==> src/sqrt_defines.svh <==
`ifndef SQRT_DEFINES_SVH
`define SQRT_DEFINES_SVH

// ----------------------------------------------------------------------
// Datapath widths
// ----------------------------------------------------------------------

// Radicand width
`define SQ_RAD_W        22
// Root width, half of the radicand
`define SQ_ROOT_W       11
// Full iteration count, one root bit per step
`define SQ_ITERS        `SQ_ROOT_W
// Normalization shift 2k, holds up to 20
`define SQ_SHIFT_W      5
// Remaining steps of the loop
`define SQ_STEP_W       4

// ----------------------------------------------------------------------
// Wishbone bus
// ----------------------------------------------------------------------

`define SQ_WB_DAT_W     32
// Word address, four slots
`define SQ_WB_ADR_W     2

// Register map in words
`define SQ_REG_RADICAND 2'd0
`define SQ_REG_STATUS   2'd1
`define SQ_REG_ROOT     2'd2

`endif

==> src/sqrt_pkg.sv <==
`default_nettype none

`include "sqrt_defines.svh"

// Types shared by the square-root datapath
package sqrt_pkg;

    // ------------------------------------------------------------------
    // Operand and result
    // ------------------------------------------------------------------

    // Integer radicand as written over the bus
    typedef logic [`SQ_RAD_W-1:0] radicand_t;

    // Floor of the square root
    typedef logic [`SQ_ROOT_W-1:0] root_t;

    // ------------------------------------------------------------------
    // Loop control
    // ------------------------------------------------------------------

    // Even left shift 2k applied by normalization
    typedef logic [`SQ_SHIFT_W-1:0] shift_t;

    // Steps left in the loop
    // Also wide enough for k itself
    typedef logic [`SQ_STEP_W-1:0] step_t;

endpackage

`default_nettype wire

==> src/wb_regs_pkg.sv <==
`default_nettype none

`include "sqrt_defines.svh"

// Types seen from the bus side of the register block
package wb_regs_pkg;

    // Word offsets of the three registers
    // Offset 3 is unmapped
    typedef enum logic [`SQ_WB_ADR_W-1:0] {
        REG_RADICAND = `SQ_REG_RADICAND,
        REG_STATUS   = `SQ_REG_STATUS,
        REG_ROOT     = `SQ_REG_ROOT
    } reg_addr_t;

    // STATUS word, busy in bit 1 and done in bit 0
    typedef struct packed {
        logic busy;
        logic done;
    } status_t;

endpackage

`default_nettype wire

==> src/sqrt_regs.sv <==
`timescale 1ns/1ps
`default_nettype none

`include "sqrt_defines.svh"

module sqrt_regs (
    input  wire logic                      clk,
    input  wire logic                      rst,
    // Wishbone classic slave
    input  wire logic                      wb_cyc,
    input  wire logic                      wb_stb,
    input  wire logic                      wb_we,
    input  wire logic [`SQ_WB_ADR_W-1:0]   wb_adr,
    input  wire logic [`SQ_WB_DAT_W-1:0]   wb_dat_w,
    output logic      [`SQ_WB_DAT_W-1:0]   wb_dat_r,
    output logic                           wb_ack,
    // Result from the loop
    input  wire logic                      root_valid,
    input  wire sqrt_pkg::root_t           root,
    // Operand to normalization
    output logic                           start,
    output sqrt_pkg::radicand_t            radicand
);
    import sqrt_pkg::*;
    import wb_regs_pkg::*;

    localparam int DAT_W = `SQ_WB_DAT_W;

    reg_addr_t addr;
    logic      req;
    logic      rad_wr;
    status_t   status_q;
    root_t     root_q;

    // ------------------------------------------------------------------
    // Bus decode
    // ------------------------------------------------------------------

    assign addr = reg_addr_t'(wb_adr);

    // New access seen, ack not yet given
    assign req = wb_cyc & wb_stb & ~wb_ack;

    // Radicand write only taken when idle
    assign rad_wr = req & wb_we & (addr == REG_RADICAND) & ~status_q.busy;

    // ------------------------------------------------------------------
    // Control and status
    // ------------------------------------------------------------------

    always_ff @(posedge clk) begin
        if (rst) begin
            wb_ack   <= 1'b0;
            start    <= 1'b0;
            status_q <= '0;
            root_q   <= '0;
        end else begin
            // Ack one cycle after the request, for one cycle
            wb_ack <= req;
            start  <= 1'b0;
            if (rad_wr) begin
                start         <= 1'b1;
                status_q.busy <= 1'b1;
                status_q.done <= 1'b0;
            end
            // Busy blocks new writes, so no clash with rad_wr
            if (root_valid) begin
                status_q.busy <= 1'b0;
                status_q.done <= 1'b1;
                root_q        <= root;
            end
        end
    end

    // ------------------------------------------------------------------
    // Radicand and read data
    // ------------------------------------------------------------------

    always_ff @(posedge clk) begin
        if (rad_wr) begin
            radicand <= wb_dat_w[`SQ_RAD_W-1:0];
        end
        // Read data held through the ack cycle
        if (req) begin
            case (addr)
                REG_RADICAND: wb_dat_r <= DAT_W'(radicand);
                REG_STATUS:   wb_dat_r <= DAT_W'(status_q);
                REG_ROOT:     wb_dat_r <= DAT_W'(root_q);
                default:      wb_dat_r <= '0;
            endcase
        end
    end

    // ------------------------------------------------------------------
    // Checks
    // ------------------------------------------------------------------

    // Ack is a single-cycle pulse
    assert property (@(posedge clk) disable iff (rst) wb_ack |=> !wb_ack)
        else $error("wb_ack held for two cycles");

    // A start only ever leaves an idle unit
    assert property (@(posedge clk) disable iff (rst) start |-> $past(!status_q.busy))
        else $error("start issued while busy");

endmodule

`default_nettype wire

==> src/sqrt_normalize.sv <==
`timescale 1ns/1ps
`default_nettype none

`include "sqrt_defines.svh"

module sqrt_normalize (
    input  wire logic                  clk,
    input  wire logic                  rst,
    input  wire logic                  start,
    input  wire sqrt_pkg::radicand_t   radicand,
    output logic                       norm_valid,
    output sqrt_pkg::radicand_t        norm_radicand,
    output sqrt_pkg::shift_t           norm_shift,
    output logic                       norm_zero
);
    import sqrt_pkg::*;

    logic      zero;
    logic      found;
    shift_t    shift;
    radicand_t shifted;

    // Zero detection over the whole radicand
    assign zero = ~|radicand;

    // Even leading-zero count, first nonzero pair from the top
    always_comb begin
        found = 1'b0;
        shift = '0;
        for (int i = 0; i < `SQ_ROOT_W; i++) begin
            if (!found && radicand[`SQ_RAD_W-1-2*i -: 2] != 2'b00) begin
                found = 1'b1;
                shift = shift_t'(2 * i);
            end
        end
    end

    // Left barrel shifter, one stage per shift bit
    always_comb begin
        shifted = radicand;
        for (int b = 0; b < `SQ_SHIFT_W; b++) begin
            if (shift[b]) begin
                shifted = shifted << (1 << b);
            end
        end
    end

    always_ff @(posedge clk) begin
        if (rst) begin
            norm_valid <= 1'b0;
        end else begin
            norm_valid <= start;
        end
    end

    // Payload captured with the start pulse
    always_ff @(posedge clk) begin
        if (start) begin
            norm_radicand <= shifted;
            norm_shift    <= shift;
            norm_zero     <= zero;
        end
    end

    // Nonzero operands leave with the top pair occupied
    assert property (@(posedge clk) disable iff (rst)
        norm_valid && !norm_zero |-> norm_radicand[`SQ_RAD_W-1 -: 2] != 2'b00)
        else $error("normalized radicand has an empty top pair");

endmodule

`default_nettype wire

==> src/sqrt_iterate.sv <==
`timescale 1ns/1ps
`default_nettype none

`include "sqrt_defines.svh"

module sqrt_iterate (
    input  wire logic                  clk,
    input  wire logic                  rst,
    input  wire logic                  norm_valid,
    input  wire sqrt_pkg::radicand_t   norm_radicand,
    input  wire sqrt_pkg::shift_t      norm_shift,
    input  wire logic                  norm_zero,
    output logic                       root_valid,
    output sqrt_pkg::root_t            root
);
    import sqrt_pkg::*;

    // Remainder scaled to the fixed root position, plus one bit of headroom
    localparam int REM_W = `SQ_ROOT_W + 2;

    logic             running;
    step_t            count;
    step_t            half_shift;
    radicand_t        rad_q;
    logic [REM_W-1:0] rem_q;
    // Root bits collect left-aligned, mask marks the bit of this step
    root_t            root_acc;
    root_t            bit_mask;

    logic [1:0]       pair;
    logic [REM_W-1:0] cand;
    logic [REM_W-1:0] trial;
    logic [REM_W:0]   diff;
    logic             ge;
    root_t            root_next;
    root_t            root_shifted;

    // ------------------------------------------------------------------
    // One restoring step
    // ------------------------------------------------------------------

    always_comb begin
        // Next two radicand bits come down from the top
        pair = rad_q[`SQ_RAD_W-1 -: 2];
        cand = (rem_q << 1)
             + ({REM_W{pair[1]}} & (REM_W'(bit_mask) << 1))
             + ({REM_W{pair[0]}} & REM_W'(bit_mask));
        // Trial 4q+1 at the same scale
        trial = (REM_W'(root_acc) << 1) + REM_W'(bit_mask);
        // Compare through the borrow of the subtraction
        diff      = {1'b0, cand} - {1'b0, trial};
        ge        = ~diff[REM_W];
        root_next = ge ? (root_acc | bit_mask) : root_acc;
    end

    // Denormalize, right barrel shift by k
    always_comb begin
        root_shifted = root_next;
        for (int b = 0; b < `SQ_STEP_W; b++) begin
            if (half_shift[b]) begin
                root_shifted = root_shifted >> (1 << b);
            end
        end
    end

    // ------------------------------------------------------------------
    // Step counter and loop control
    // ------------------------------------------------------------------

    always_ff @(posedge clk) begin
        if (rst) begin
            running    <= 1'b0;
            count      <= '0;
            root_valid <= 1'b0;
        end else begin
            root_valid <= 1'b0;
            if (norm_valid) begin
                if (norm_zero) begin
                    // Nothing to iterate
                    root_valid <= 1'b1;
                end else begin
                    running <= 1'b1;
                    count   <= step_t'(`SQ_ITERS) - norm_shift[`SQ_SHIFT_W-1:1];
                end
            end else if (running) begin
                count <= count - 1'b1;
                if (count == step_t'(1)) begin
                    running    <= 1'b0;
                    root_valid <= 1'b1;
                end
            end
        end
    end

    // ------------------------------------------------------------------
    // Datapath registers
    // ------------------------------------------------------------------

    always_ff @(posedge clk) begin
        if (norm_valid) begin
            rad_q      <= norm_radicand;
            rem_q      <= '0;
            root_acc   <= '0;
            bit_mask   <= root_t'(1) << (`SQ_ROOT_W - 1);
            half_shift <= norm_shift[`SQ_SHIFT_W-1:1];
        end else if (running) begin
            rad_q    <= rad_q << 2;
            // Restore by keeping the candidate when the trial does not fit
            rem_q    <= ge ? diff[REM_W-1:0] : cand;
            root_acc <= root_next;
            bit_mask <= bit_mask >> 1;
        end
    end

    // Result register, written on the last step or for a zero operand
    always_ff @(posedge clk) begin
        if (norm_valid && norm_zero) begin
            root <= '0;
        end else if (running && count == step_t'(1)) begin
            root <= root_shifted;
        end
    end

    // Counter stays above zero while the loop runs
    assert property (@(posedge clk) disable iff (rst) running |-> count != '0)
        else $error("step counter underflow");

endmodule

`default_nettype wire

==> src/sqrt_wb_top.sv <==
`timescale 1ns/1ps
`default_nettype none

`include "sqrt_defines.svh"

module sqrt_wb_top (
    input  wire logic                      clk,
    input  wire logic                      rst,
    input  wire logic                      wb_cyc,
    input  wire logic                      wb_stb,
    input  wire logic                      wb_we,
    input  wire logic [`SQ_WB_ADR_W-1:0]   wb_adr,
    input  wire logic [`SQ_WB_DAT_W-1:0]   wb_dat_w,
    output logic      [`SQ_WB_DAT_W-1:0]   wb_dat_r,
    output logic                           wb_ack
);
    import sqrt_pkg::*;

    // Register block to normalization
    logic      start;
    radicand_t radicand;

    // Normalization to the loop
    logic      norm_valid;
    radicand_t norm_radicand;
    shift_t    norm_shift;
    logic      norm_zero;

    // Loop back to the register block
    logic      root_valid;
    root_t     root;

    // ------------------------------------------------------------------
    // Bus side
    // ------------------------------------------------------------------

    sqrt_regs sqrt_regs_inst (
        .clk        (clk),
        .rst        (rst),
        .wb_cyc     (wb_cyc),
        .wb_stb     (wb_stb),
        .wb_we      (wb_we),
        .wb_adr     (wb_adr),
        .wb_dat_w   (wb_dat_w),
        .wb_dat_r   (wb_dat_r),
        .wb_ack     (wb_ack),
        .root_valid (root_valid),
        .root       (root),
        .start      (start),
        .radicand   (radicand)
    );

    // ------------------------------------------------------------------
    // Datapath
    // ------------------------------------------------------------------

    sqrt_normalize sqrt_normalize_inst (
        .clk           (clk),
        .rst           (rst),
        .start         (start),
        .radicand      (radicand),
        .norm_valid    (norm_valid),
        .norm_radicand (norm_radicand),
        .norm_shift    (norm_shift),
        .norm_zero     (norm_zero)
    );

    sqrt_iterate sqrt_iterate_inst (
        .clk           (clk),
        .rst           (rst),
        .norm_valid    (norm_valid),
        .norm_radicand (norm_radicand),
        .norm_shift    (norm_shift),
        .norm_zero     (norm_zero),
        .root_valid    (root_valid),
        .root          (root)
    );

endmodule

`default_nettype wire

==> config.mk <==
export PLATFORM = sky130hd
export DESIGN_NAME = sqrt_wb_top
export DESIGN_NICKNAME = d
export VERILOG_FILES = /design/src/sqrt_pkg.sv /design/src/wb_regs_pkg.sv /design/src/sqrt_regs.sv /design/src/sqrt_normalize.sv /design/src/sqrt_iterate.sv /design/src/sqrt_wb_top.sv
export VERILOG_INCLUDE_DIRS = /design/src
export SDC_FILE = /design/constraint.sdc
export NUM_CORES = 1
export LEC_CHECK = 0
export BUFFER_PORTS_ARGS = -buffer_cell sky130_fd_sc_hd__clkbuf_2
export CELL_PAD_IN_SITES_DETAIL_PLACEMENT = 1
export CELL_PAD_IN_SITES_GLOBAL_PLACEMENT = 1
export CORE_MARGIN = 2
export CORE_UTILIZATION = 40
export CTS_BUF_LIST = sky130_fd_sc_hd__clkbuf_4 sky130_fd_sc_hd__clkbuf_8
export DETAILED_ROUTE_END_ITERATION = 10
export HOLD_SLACK_MARGIN = 0.05
export PLACE_DENSITY_LB_ADDON = 0.1
export SLEW_MARGIN = 20
export SYNTH_ARGS = -nofsm -noshare
export SYNTH_HDL_FRONTEND = slang
export SYNTH_SLANG_ARGS = --single-unit
export TNS_END_PERCENT = 5
==> constraint.sdc <==
create_clock -name clk -period 15.4 [get_ports clk]
set_input_delay 3.85 -clock clk [delete_from_list [all_inputs] [get_ports clk]]
set_output_delay 3.85 -clock clk [all_outputs]
set_load 0.03 [all_outputs]
==> results.sh, run 1 <==
export IMPL_status="complete, no violations"
export IMPL_areaGrowthSynthToFinish_pct=9.36
export IMPL_dieWidth_um=154
export IMPL_seqCellArea_um2=4260
export IMPL_ir_drop_uv=54.5
export IMPL_pin_count=72
export IMPL_maxSlewViolCount=0
export IMPL_n_fill_cell=2415
export IMPL_io_buffers=51
export IMPL_setup_violations=0
export IMPL_ys_types=74
export IMPL_ant_nets=0
export IMPL_yosysWarnings=0
export IMPL_syn_area_um2=9010
export IMPL_critPathLaunchType="register"
export IMPL_first_pass_iters=4
export IMPL_cts_resized=0
export IMPL_detail_route_wl_per_cell_um=18.1
export IMPL_crit_path_end_kind="register"
export IMPL_layout_drive_gt1_share=0.145
export IMPL_drv_cap=0
export IMPL_rrSetupSlack_ns=8.60
export IMPL_multi_input_area_um2=4320
export IMPL_setup_tns_ns=0
export IMPL_stdcell_count=1176
export IMPL_grt_usage=0.186
export IMPL_core_um2=22000
export IMPL_crit_type="register to register"
export IMPL_clock_sinks=164
export IMPL_fin_crit_sh=0.441
export IMPL_cts_root_buf="clkbuf_8"
export IMPL_ff2ff_path_depth=18
export IMPL_power_per_cell_area_nw_per_um2=110
export IMPL_antenna_found_initial=0
export IMPL_ys_seq_elements=164
export IMPL_cp_data_required_time_ns=15.70
export IMPL_layout_nets=970
export IMPL_path_common_cell="fa_1"
export IMPL_cts_buffers=17
export IMPL_syn_inst=846
export IMPL_cts_max_path_buffers=2
export IMPL_htreeDepth=4
export IMPL_antenna_cells=0
export IMPL_synth_edf_count=97
export IMPL_hold_depth=2
export IMPL_critical_path_max_stage_delay_ns=0.62
export IMPL_cpMaxStageDelayCell="nand2_1"
export IMPL_final_common_cell="edfxtp_1"
export IMPL_cts_tree="done"
export IMPL_grt_pass1_wl_um=34900
export IMPL_grt_pass1_vias=6737
export IMPL_fmax_ghz=0.147
export IMPL_via_per_inst=5.42
export IMPL_dp_cells=1144
export IMPL_hold_end="sqrt_iterate_inst.root[7]$_SDFFE_PP0P_"
export IMPL_grt_ovfl_total=0
export IMPL_ys_flop_type="edfxtp_1"
export IMPL_worstReg2RegStart="sqrt_iterate_inst.rad_q[21]$_DFFE_PP_"
export IMPL_via_count=6376
export IMPL_hp_class="register to register"
export IMPL_relSlewSlack=0.370
export IMPL_worstMarginPinSlew_ns=0.944
export IMPL_layout_common_cells="edfxtp_1, nor2_1, mux2i_1"
export IMPL_cts_setup_buffers=0
export IMPL_num_rows=54
export IMPL_chipHeight_um=154
export IMPL_clock_latency_ns=0.47
export IMPL_start_util=0.410
export IMPL_seq_area_frac_synth=0.472
export IMPL_drcViolationCount=0
export IMPL_die_area_um2=23800
export IMPL_syn_avg_cell_area_um2=10.7
export IMPL_cts_clk_slew_worst_paths_ns=0.11
export IMPL_worstPathMaxFanout=17
export IMPL_place_gp_congestion=0.815
export IMPL_synth_async_reset_ratio=0
export IMPL_leakage_nw=3.75
export IMPL_grt_max_degree=72
export IMPL_wirelength_um=21300
export IMPL_drtIter0Drc=276
export IMPL_rsz0062_at_grt="false"
export IMPL_hp_start="sqrt_iterate_inst.root[7]$_SDFFE_PP0P_"
export IMPL_dpl_hpwl_um=15800
export IMPL_hold_viol=0
export IMPL_hold_buffers=0
export IMPL_crit_arrival_ns=7.10
export IMPL_crit_path_cell_trace="and2_1 > fa_1 > ha_1 > fa_1 > a21o_1 > a21oi_1 > o21ai_0 > o41a_1 > xor2_1 > fa_1 > ha_1 > a21o_1 > a31o_2 > nor2_1 > nand2_1 > and3_1 > nand2_1 > o21ai_0"
export IMPL_skew_ns=0.0252
export IMPL_reg2reg_to="sqrt_iterate_inst.root_acc[3]$_SDFFE_PP0P_"
export IMPL_post_route_min_period_ns=6.80
## cell type report
| class | instances | area share |
|---|---|---|
| repair buffers | 55 | 0.0289 |
| flip-flops and latches | 164 | 0.432 |
| clock inverters | 14 | 0.0164 |
| well taps | 280 | 0.0355 |
| clock buffers | 18 | 0.0245 |
| inverters | 64 | 0.0249 |
| multi-input cells | 581 | 0.438 |
## metrics by stage
stage / instance area (µm²) / setup WS, ns / power, W / util / hold slack, ns
after floorplan: 9050 / 9.87 / 0.000716 / - / 0.426
after global placement: 9450 / 8.79 / 0.000768 / 0.430 / 0.451
after detailed placement: 9450 / 8.64 / 0.000774 / 0.430 / 0.452
after CTS: 9850 / 8.58 / 0.00110 / 0.449 / 0.467
after global routing: 9860 / 8.15 / 0.00115 / 0.449 / 0.490
final: 9860 / 8.60 / 0.00108 / 0.449 / 0.468
## synth_stat cells, types with 4 or more instances
cell	count	share of area
a211oi_1	14	0.012
a21o_1	10	0.0083
a21oi_1	33	0.018
a221o_1	10	0.011
a22o_1	12	0.012
a31oi_1	4	0.0028
and2_1	27	0.019
buf_1	6	0.0025
buf_2	4	0.0022
buf_4	12	0.010
clkbuf_1	23	0.0096
dfxtp_1	67	0.15
edfxtp_1	97	0.32
fa_1	21	0.047
ha_1	27	0.037
inv_1	63	0.026
mux2_2	22	0.027
mux2i_1	67	0.074
nand2_1	64	0.027
nand2b_1	10	0.0069
nand3_1	7	0.0039
nor2_1	88	0.037
nor3_1	10	0.0056
nor4_1	4	0.0028
o211ai_1	7	0.0058
o21ai_0	32	0.018
o22ai_1	4	0.0028
o32ai_1	6	0.0058
or2_2	4	0.0028
xnor2_1	14	0.014
xor2_1	7	0.0068
## power by group
part	leakage, nW	switching, W	internal (W)
logic	2.12	0.000162	0.000110
clock network	0.200	0.000182	0.000138
registers	1.43	0.0000113	0.000478
## sequential cells by signal, summed over array words and instances (netlist names), 2 cells and up
register / flops
sqrt_regs_inst.wb_dat_r: 22
sqrt_normalize_inst.norm_shift: 4
sqrt_iterate_inst.half_shift: 4
sqrt_regs_inst.root_q: 11
sqrt_iterate_inst.root: 11
sqrt_normalize_inst.norm_radicand: 22
sqrt_iterate_inst.count: 4
sqrt_iterate_inst.rem_q: 12
sqrt_regs_inst.status_q: 2
sqrt_iterate_inst.bit_mask: 11
sqrt_iterate_inst.root_acc: 11
sqrt_iterate_inst.rad_q: 22
sqrt_regs_inst.radicand: 22
## routing by layer
metal / part of all wire / track usage / vias up
li1: - / - / 3082
met1: 0.45 / 0.223 / 3183
met2: 0.51 / 0.334 / 79
met3: 0.020 / 0.0349 / 32
met4: 0.020 / 0.0663 / 0
met5: 0 / 0 / -
## worst max-delay path by stage
stage | start | endpoint | slack [ns] | depth (start not counted)
after floorplan | wb_adr[1] | sqrt_regs_inst.status_q[0]$_SDFFE_PP0P_ | 9.87 | 6
after global placement | sqrt_iterate_inst.rad_q[20]$_DFFE_PP_ | sqrt_iterate_inst.root_acc[4]$_SDFFE_PP0P_ | 8.79 | 18
after detailed placement | sqrt_iterate_inst.rad_q[21]$_DFFE_PP_ | sqrt_iterate_inst.root_acc[3]$_SDFFE_PP0P_ | 8.64 | 18
after CTS | sqrt_iterate_inst.rad_q[21]$_DFFE_PP_ | sqrt_iterate_inst.root_acc[3]$_SDFFE_PP0P_ | 8.58 | 18
after global routing | sqrt_iterate_inst.rad_q[21]$_DFFE_PP_ | sqrt_iterate_inst.root_acc[3]$_SDFFE_PP0P_ | 8.15 | 18
final | sqrt_iterate_inst.rad_q[21]$_DFFE_PP_ | sqrt_iterate_inst.root_acc[3]$_SDFFE_PP0P_ | 8.60 | 18
## cells by family (layout without fill, tap and decap cells)
kind of cell | count (synthesis) | in the layout | share of synthesized area
compound gates | 170 | 170 | 0.131
flops | 164 | 164 | 0.472
fa+ha+maj | 48 | 48 | 0.0841
mux | 92 | 92 | 0.109
buf+inv | 110 | 151 | 0.0537
simple gates | 240 | 240 | 0.129
xor+xnor | 21 | 21 | 0.0204
other cells | 1 | 10 | 0.000416
## critical path, delay by kind of cell (launching register included)
family | cells | cell delay (ns)
adder cells (fa/ha/maj) | 5 | 1.99
AND/OR/NAND/NOR | 5 | 2.11
flip-flops | 1 | 0.59
XOR/XNOR | 1 | 0.38
AO/OA/AOI/OAI | 7 | 1.55
Power figures use the tool's default switching activity.
==> run 2, diff against run 1 <==
--- a/config.mk
+++ b/config.mk
@@ -6,6 +6,7 @@
 export SDC_FILE = /design/constraint.sdc
 export NUM_CORES = 1
 export LEC_CHECK = 0
+export ABC_AREA = 1
 export BUFFER_PORTS_ARGS = -buffer_cell sky130_fd_sc_hd__clkbuf_2
 export CELL_PAD_IN_SITES_DETAIL_PLACEMENT = 1
 export CELL_PAD_IN_SITES_GLOBAL_PLACEMENT = 1
==> constraint.sdc (replaced) <==
create_clock -name clk -period 5.85 [get_ports clk]
set_input_delay 1.4625 -clock clk [delete_from_list [all_inputs] [get_ports clk]]
set_output_delay 1.4625 -clock clk [all_outputs]
set_load 0.03 [all_outputs]
==> results.sh, run 2 <==
export IMPL_io_buffers=51
export IMPL_setup_tns_ns=0
export IMPL_yosysWarnings=0
export IMPL_crit_arrival_ns=5.63
export IMPL_n_fill_cell=2726
export IMPL_swShare=0.426
export IMPL_syn_area_um2=9090
export IMPL_met2_usage=0.317
export IMPL_status="complete, no violations"
export IMPL_drcViolationCount=0
export IMPL_power_internal_w=0.00223
export IMPL_synth_top_area_cell="edfxtp_1"
export IMPL_skew_ns=0.0189
export IMPL_synth_async_reset_ratio=0
export IMPL_ant_nets=0
export IMPL_grt_pass1_vias=7195
export IMPL_hold_worst_slack_ns=0.460
export IMPL_layout_common_cells="nand2_1, inv_1, edfxtp_1"
export IMPL_final_area_um2=10000
export IMPL_clock_sinks=164
export IMPL_gr_usage_met3=0.0303
export IMPL_syn_avg_cell_area_um2=8.37
export IMPL_crit_path_end_kind="register"
export IMPL_grt_ovfl_total=0
export IMPL_worstMarginPinSlew_ns=0.811
export IMPL_hold_depth=0
export IMPL_ys_top_cells_by_area="edfxtp_1, dfxtp_1, nand2_1"
export IMPL_path_common_cell="nand2_1"
export IMPL_die_area_um2=24000
export IMPL_antenna_found_initial=0
export IMPL_ir_drop_uv=233
export IMPL_drv_cap=0
export IMPL_pin_count=72
export IMPL_grt_use_met1=0.297
export IMPL_start_util=0.404
export IMPL_grt_busiest_layer="met2"
export IMPL_detail_route_wl_per_cell_um=16.2
export IMPL_maxSlewViolCount=0
export IMPL_synth_edf_count=97
export IMPL_htreeDepth=4
export IMPL_clock_latency_ns=0.48
export IMPL_layout_drive_gt1_share=0.125
export IMPL_final_common_cell="nand2_1"
export IMPL_hold_buffers=0
export IMPL_wirelength_um=23200
export IMPL_cts_max_path_buffers=2
export IMPL_fin_crit_sh=0.894
export IMPL_areaGrowthSynthToFinish_pct=10.3
export IMPL_worstReg2RegStart="sqrt_iterate_inst.rad_q[20]$_DFFE_PP_"
export IMPL_place_gp_congestion=0.867
export IMPL_critical_path_max_stage_delay_ns=0.51
export IMPL_power_per_cell_area_nw_per_um2=387
export IMPL_grt_max_degree=48
export IMPL_hold_viol=0
export IMPL_reg2reg_to="sqrt_iterate_inst.root[0]$_SDFFE_PP0P_"
export IMPL_cts_buffers=17
export IMPL_drtIter0Drc=375
export IMPL_synth_top_area_share=0.320
export IMPL_grt_pass1_wl_um=38400
export IMPL_crit_type="register to register"
export IMPL_fmax_ghz=0.191
export IMPL_ff2ff_path_depth=26
export IMPL_critPathLaunchType="register"
export IMPL_dpl_hpwl_um=17800
export IMPL_cts_root_buf="clkbuf_8"
export IMPL_antenna_cells=0
export IMPL_ys_flop_type="edfxtp_1"
export IMPL_ys_seq_elements=164
export IMPL_setup_violations=0
export IMPL_worstPathMaxFanout=25
export IMPL_rsz0062_at_grt="false"
export IMPL_hp_start="sqrt_normalize_inst.norm_shift[1]$_DFFE_PP_"
export IMPL_dieWidth_um=155
export IMPL_pwr_share_seq=0.338
export IMPL_hold_end="sqrt_iterate_inst.half_shift[0]$_DFFE_PP_"
export IMPL_cts_tree="done"
export IMPL_p_switching_w=0.00165
export IMPL_layout_nets=1222
export IMPL_placed_cell_area_um2=9560
export IMPL_cts_clk_slew_worst_paths_ns=0.11
export IMPL_hp_class="register to register"
export IMPL_syn_inst=1086
export IMPL_first_pass_iters=4
export IMPL_clockPowerShare=0.222
export IMPL_cpMaxStageDelayCell="fa_1"
export IMPL_post_route_min_period_ns=5.23
export IMPL_core_um2=22500
export IMPL_chipHeight_um=155
export IMPL_seq_area_frac_synth=0.468
export IMPL_via_per_inst=5.10
export IMPL_grt_usage=0.203
export IMPL_relSlewSlack=0.457
export IMPL_yosys_top_cells_count="nand2_1, inv_1, edfxtp_1, nor2_1, nand3_1"
export IMPL_via_count=7304
export IMPL_num_rows=55
export IMPL_yosysMostFrequentCell="nand2_1"
export IMPL_leakage_nw=4.48
export IMPL_ys_types=44
export IMPL_rrSetupSlack_ns=0.62
export IMPL_cp_data_required_time_ns=6.25
export IMPL_combPwrFrac=0.440
==> run 2: cell count changes after synthesis, moves of 14 or more <==
cell,change
and2_1,-25
inv_1,+76
mux2_2,-22
mux2i_1,-67
nand2_1,+199
nand3_1,+82
o21ai_0,+31
o21ai_1,+14
==> run 2: layout make-up <==
type                       count  area (µm²)  area share
inverter                     149         559      0.0557
sequential                   164        4250       0.424
clock buffer                  17         234      0.0233
timing repair buffer          66         368      0.0367
clock inverter                15         181      0.0181
multi-input combinational    737        4080       0.407
tap                          285         357      0.0355
==> run 2: power groups by stage <==
stage / Sequential [W] / Clock (W) / Combinational [W]
4_1_cts: 0.00131 / 0.000890 / 0.00171
5_1_grt: 0.00132 / 0.000930 / 0.00197
3_3_place_gp: 0.00134 / 0 / 0.00168
6_report: 0.00131 / 0.000864 / 0.00171
3_5_place_dp: 0.00134 / 0 / 0.00171
2_1_floorplan: 0.00134 / 0 / 0.00135
==> run 2: how the worst max path moves through the flow <==
stage / start / to / slack, ns / depth (start not counted)
3_5_place_dp: sqrt_iterate_inst.rad_q[20]$_DFFE_PP_ / sqrt_iterate_inst.root[1]$_SDFFE_PP0P_ / 0.27 / 27
6_report: sqrt_iterate_inst.rad_q[20]$_DFFE_PP_ / sqrt_iterate_inst.root[0]$_SDFFE_PP0P_ / 0.62 / 26
3_3_place_gp: sqrt_iterate_inst.rad_q[21]$_DFFE_PP_ / sqrt_iterate_inst.root[3]$_SDFFE_PP0P_ / 0.41 / 26
5_1_grt: sqrt_iterate_inst.bit_mask[2]$_SDFFE_PP0P_ / sqrt_iterate_inst.root[0]$_SDFFE_PP0P_ / 0.03 / 27
4_1_cts: sqrt_iterate_inst.rad_q[20]$_DFFE_PP_ / sqrt_iterate_inst.root[1]$_SDFFE_PP0P_ / 0.23 / 27
2_1_floorplan: sqrt_iterate_inst.rad_q[20]$_DFFE_PP_ / sqrt_iterate_inst.root[3]$_SDFFE_PP0P_ / 1.20 / 30
==> run 2: metrics by stage <==
step	worst slack [ns]	cells	util	power [W]
CTS	0.231	1427	0.443	0.00392
global route	0.0299	1433	0.446	0.00422
global placement	0.412	1395	0.425	0.00302
detailed placement	0.270	1395	0.425	0.00305
finish	0.622	1433	0.446	0.00388
floorplan	1.20	1095	-	0.00269
==> run 2: worst max-delay path: cells and delay by family (launching register included) <==
kind	cells	cell delay, ns
and+or+nand+nor	13	1.60
DFF	1	0.45
buffers and inverters	4	0.34
xor gates and xnor gates	1	0.38
AOI/OAI and AO/OA	4	0.61
adders and majority gates	4	1.76
==> run 2: timing repair <==
action / in CTS / in global routing
setup buffers: 0 / 6
setup endpoints to repair: 0 / 20
resized for setup: 0 / 2
==> run 2: logic make-up (layout without fill, tap and decap cells) <==
| kind of cell | Yosys count | count (layout) | share of synthesized area |
|---|---|---|---|
| AO/OA/AOI/OAI | 174 | 174 | 0.113 |
| XOR/XNOR | 16 | 16 | 0.0154 |
| adder cells (fa/ha/maj) | 48 | 48 | 0.0834 |
| buffers and inverters | 194 | 247 | 0.0898 |
| flip-flops | 164 | 164 | 0.468 |
| other | 1 | 10 | 0.000412 |
| AND/OR/NAND/NOR | 489 | 489 | 0.230 |
==> run 2: per-layer routing <==
layer	part of all wire	routed length, µm
met4	0.012	285
met1	0.51	11800
met3	0.027	626
met2	0.45	10500
met5	0	0
==> run 3, diff against run 2 <==
==> constraint.sdc (replaced) <==
create_clock -name clk -period 4.6 [get_ports clk]
set_input_delay 1.15 -clock clk [delete_from_list [all_inputs] [get_ports clk]]
set_output_delay 1.15 -clock clk [all_outputs]
set_load 0.03 [all_outputs]
==> results.sh, run 3 (synthesis gave the netlist of run 2 again) <==
export IMPL_status="complete, no violations"
export IMPL_grt_ovfl_total=0
export IMPL_maxSlewViolCount=0
export IMPL_io_buffers=51
export IMPL_antenna_found_initial=0
export IMPL_cp_data_required_time_ns=4.97
export IMPL_crit_path_end_kind="register"
export IMPL_power_per_cell_area_nw_per_um2=554
export IMPL_cts_clk_slew_worst_paths_ns=0.10
export IMPL_swShare=0.405
export IMPL_grt_max_degree=45
export IMPL_path_common_cell="buf_4"
export IMPL_hold_depth=0
export IMPL_fin_crit_sh=0.990
export IMPL_total_power_w=0.00597
export IMPL_via_count=7460
export IMPL_htreeDepth=4
export IMPL_layout_common_cells="nand2_1, inv_1, edfxtp_1"
export IMPL_placed_cell_area_um2=9910
export IMPL_wirelength_um=24200
export IMPL_crit_arrival_ns=4.93
export IMPL_rrSetupSlack_ns=0.04
export IMPL_setup_tns_ns=0
export IMPL_dieWidth_um=155
export IMPL_pwr_share_seq=0.279
export IMPL_core_um2=22500
export IMPL_hp_class="register to register"
export IMPL_power_internal_w=0.00355
export IMPL_hp_start="sqrt_normalize_inst.norm_shift[2]$_DFFE_PP_"
export IMPL_critPathLaunchType="register"
export IMPL_ff2ff_path_depth=28
export IMPL_hold_end="sqrt_iterate_inst.half_shift[1]$_DFFE_PP_"
export IMPL_skew_ns=0.0183
export IMPL_leakage_nw=4.78
export IMPL_grt_pass1_vias=7631
export IMPL_ant_nets=0
export IMPL_pin_count=72
export IMPL_grt_pass1_wl_um=39500
export IMPL_final_area_um2=10800
export IMPL_drtIter0Drc=285
export IMPL_p_switching_w=0.00241
export IMPL_worstPathMaxFanout=7
export IMPL_cts_tree="done"
export IMPL_reg2reg_to="sqrt_iterate_inst.root[4]$_SDFFE_PP0P_"
export IMPL_worstMarginPinSlew_ns=0.761
export IMPL_antenna_cells=0
export IMPL_clock_latency_ns=0.46
export IMPL_drv_cap=0
export IMPL_clock_sinks=164
export IMPL_place_gp_congestion=0.823
export IMPL_post_route_min_period_ns=4.56
export IMPL_fin_util=0.478
export IMPL_cts_max_path_buffers=2
export IMPL_detail_route_wl_per_cell_um=16.4
export IMPL_start_util=0.404
export IMPL_chipHeight_um=155
export IMPL_relSlewSlack=0.491
export IMPL_critical_path_max_stage_delay_ns=0.55
export IMPL_clockPowerShare=0.195
export IMPL_layout_nets=1269
export IMPL_worstReg2RegStart="sqrt_iterate_inst.rad_q[21]$_DFFE_PP_"
export IMPL_die_area_um2=24000
export IMPL_fmax_ghz=0.219
export IMPL_layout_drive_gt1_share=0.205
export IMPL_hold_viol=0
export IMPL_crit_type="register to register"
export IMPL_drcViolationCount=0
export IMPL_cts_root_buf="clkbuf_8"
export IMPL_ir_drop_uv=285
export IMPL_num_rows=55
export IMPL_dpl_hpwl_um=18400
export IMPL_via_per_inst=5.04
export IMPL_final_common_cell="nand2_1"
export IMPL_first_pass_iters=5
export IMPL_hold_worst_slack_ns=0.463
export IMPL_areaGrowthSynthToFinish_pct=18.4
export IMPL_rsz0062_at_grt="true"
export IMPL_setup_violations=0
export IMPL_combPwrFrac=0.526
export IMPL_cts_buffers=17
export IMPL_cpMaxStageDelayCell="fa_1"
export IMPL_hold_buffers=0
export IMPL_grt_usage=0.209
-- run 3: metrics by stage --
step                std cells  worst slack [ns]
floorplan                1095           0.00548
global placement         1441            -0.213
detailed placement       1441            -0.300
CTS                      1478           0.00180
global route             1480            -0.238
finish                   1480            0.0440
-- run 3: timing repair --
action / 4_1_cts / 5_1_grt
cloned: 1 / 0
resized for setup: 51 / 26
setup endpoints to repair: 33 / 33
pin swaps: 29 / 22
setup buffers: 6 / 2
-- run 3: how the worst max path moves through the flow --
stage                                          startpoint                                     end  slack, ns  cells past startpoint
global placement    sqrt_iterate_inst.rad_q[21]$_DFFE_PP_  sqrt_iterate_inst.root[3]$_SDFFE_PP0P_      -0.21                     28
global route        sqrt_iterate_inst.rad_q[21]$_DFFE_PP_  sqrt_iterate_inst.root[4]$_SDFFE_PP0P_      -0.24                     29
detailed placement  sqrt_iterate_inst.rad_q[21]$_DFFE_PP_  sqrt_iterate_inst.root[3]$_SDFFE_PP0P_      -0.30                     28
floorplan           sqrt_iterate_inst.rad_q[20]$_DFFE_PP_  sqrt_iterate_inst.root[3]$_SDFFE_PP0P_      0.005                     30
CTS                 sqrt_iterate_inst.rad_q[20]$_DFFE_PP_  sqrt_iterate_inst.root[3]$_SDFFE_PP0P_      0.002                     30
finish              sqrt_iterate_inst.rad_q[21]$_DFFE_PP_  sqrt_iterate_inst.root[4]$_SDFFE_PP0P_       0.04                     28
-- run 3: layout make-up --
| class | count | area [µm²] |
|---|---|---|
| clock inverter | 14 | 195 |
| inverter | 149 | 559 |
| sequential | 164 | 4250 |
| timing repair buffer | 112 | 748 |
| fill | 2699 | 11700 |
| multi-input combinational | 738 | 4410 |
| tap | 285 | 357 |
| clock buffer | 18 | 241 |
-- run 3: power by group through the flow --
stage	logic, W	clock network (W)	registers (W)
final	0.00314	0.00116	0.00166
after CTS	0.00299	0.00119	0.00166
after floorplan	0.00172	0	0.00170
after global placement	0.00252	0	0.00170
after global routing	0.00351	0.00125	0.00167
after detailed placement	0.00257	0	0.00170
-- run 3: routing by layer --
layer	wire (µm)	up-vias	track usage
met2	11200	99	0.342
met4	269	0	0.0489
met5	0	-	0
met1	12100	3610	0.295
li1	-	3735	-
met3	688	16	0.0305
-- run 3: worst max-delay path: cells and delay by family (launching register included) --
kind	cells	cell delay (ns)
flip-flops	1	0.41
AO/OA/AOI/OAI	2	0.36
adder cells (fa/ha/maj)	4	1.60
buffers and inverters	9	1.02
AND/OR/NAND/NOR	12	0.95
XOR/XNOR	1	0.11
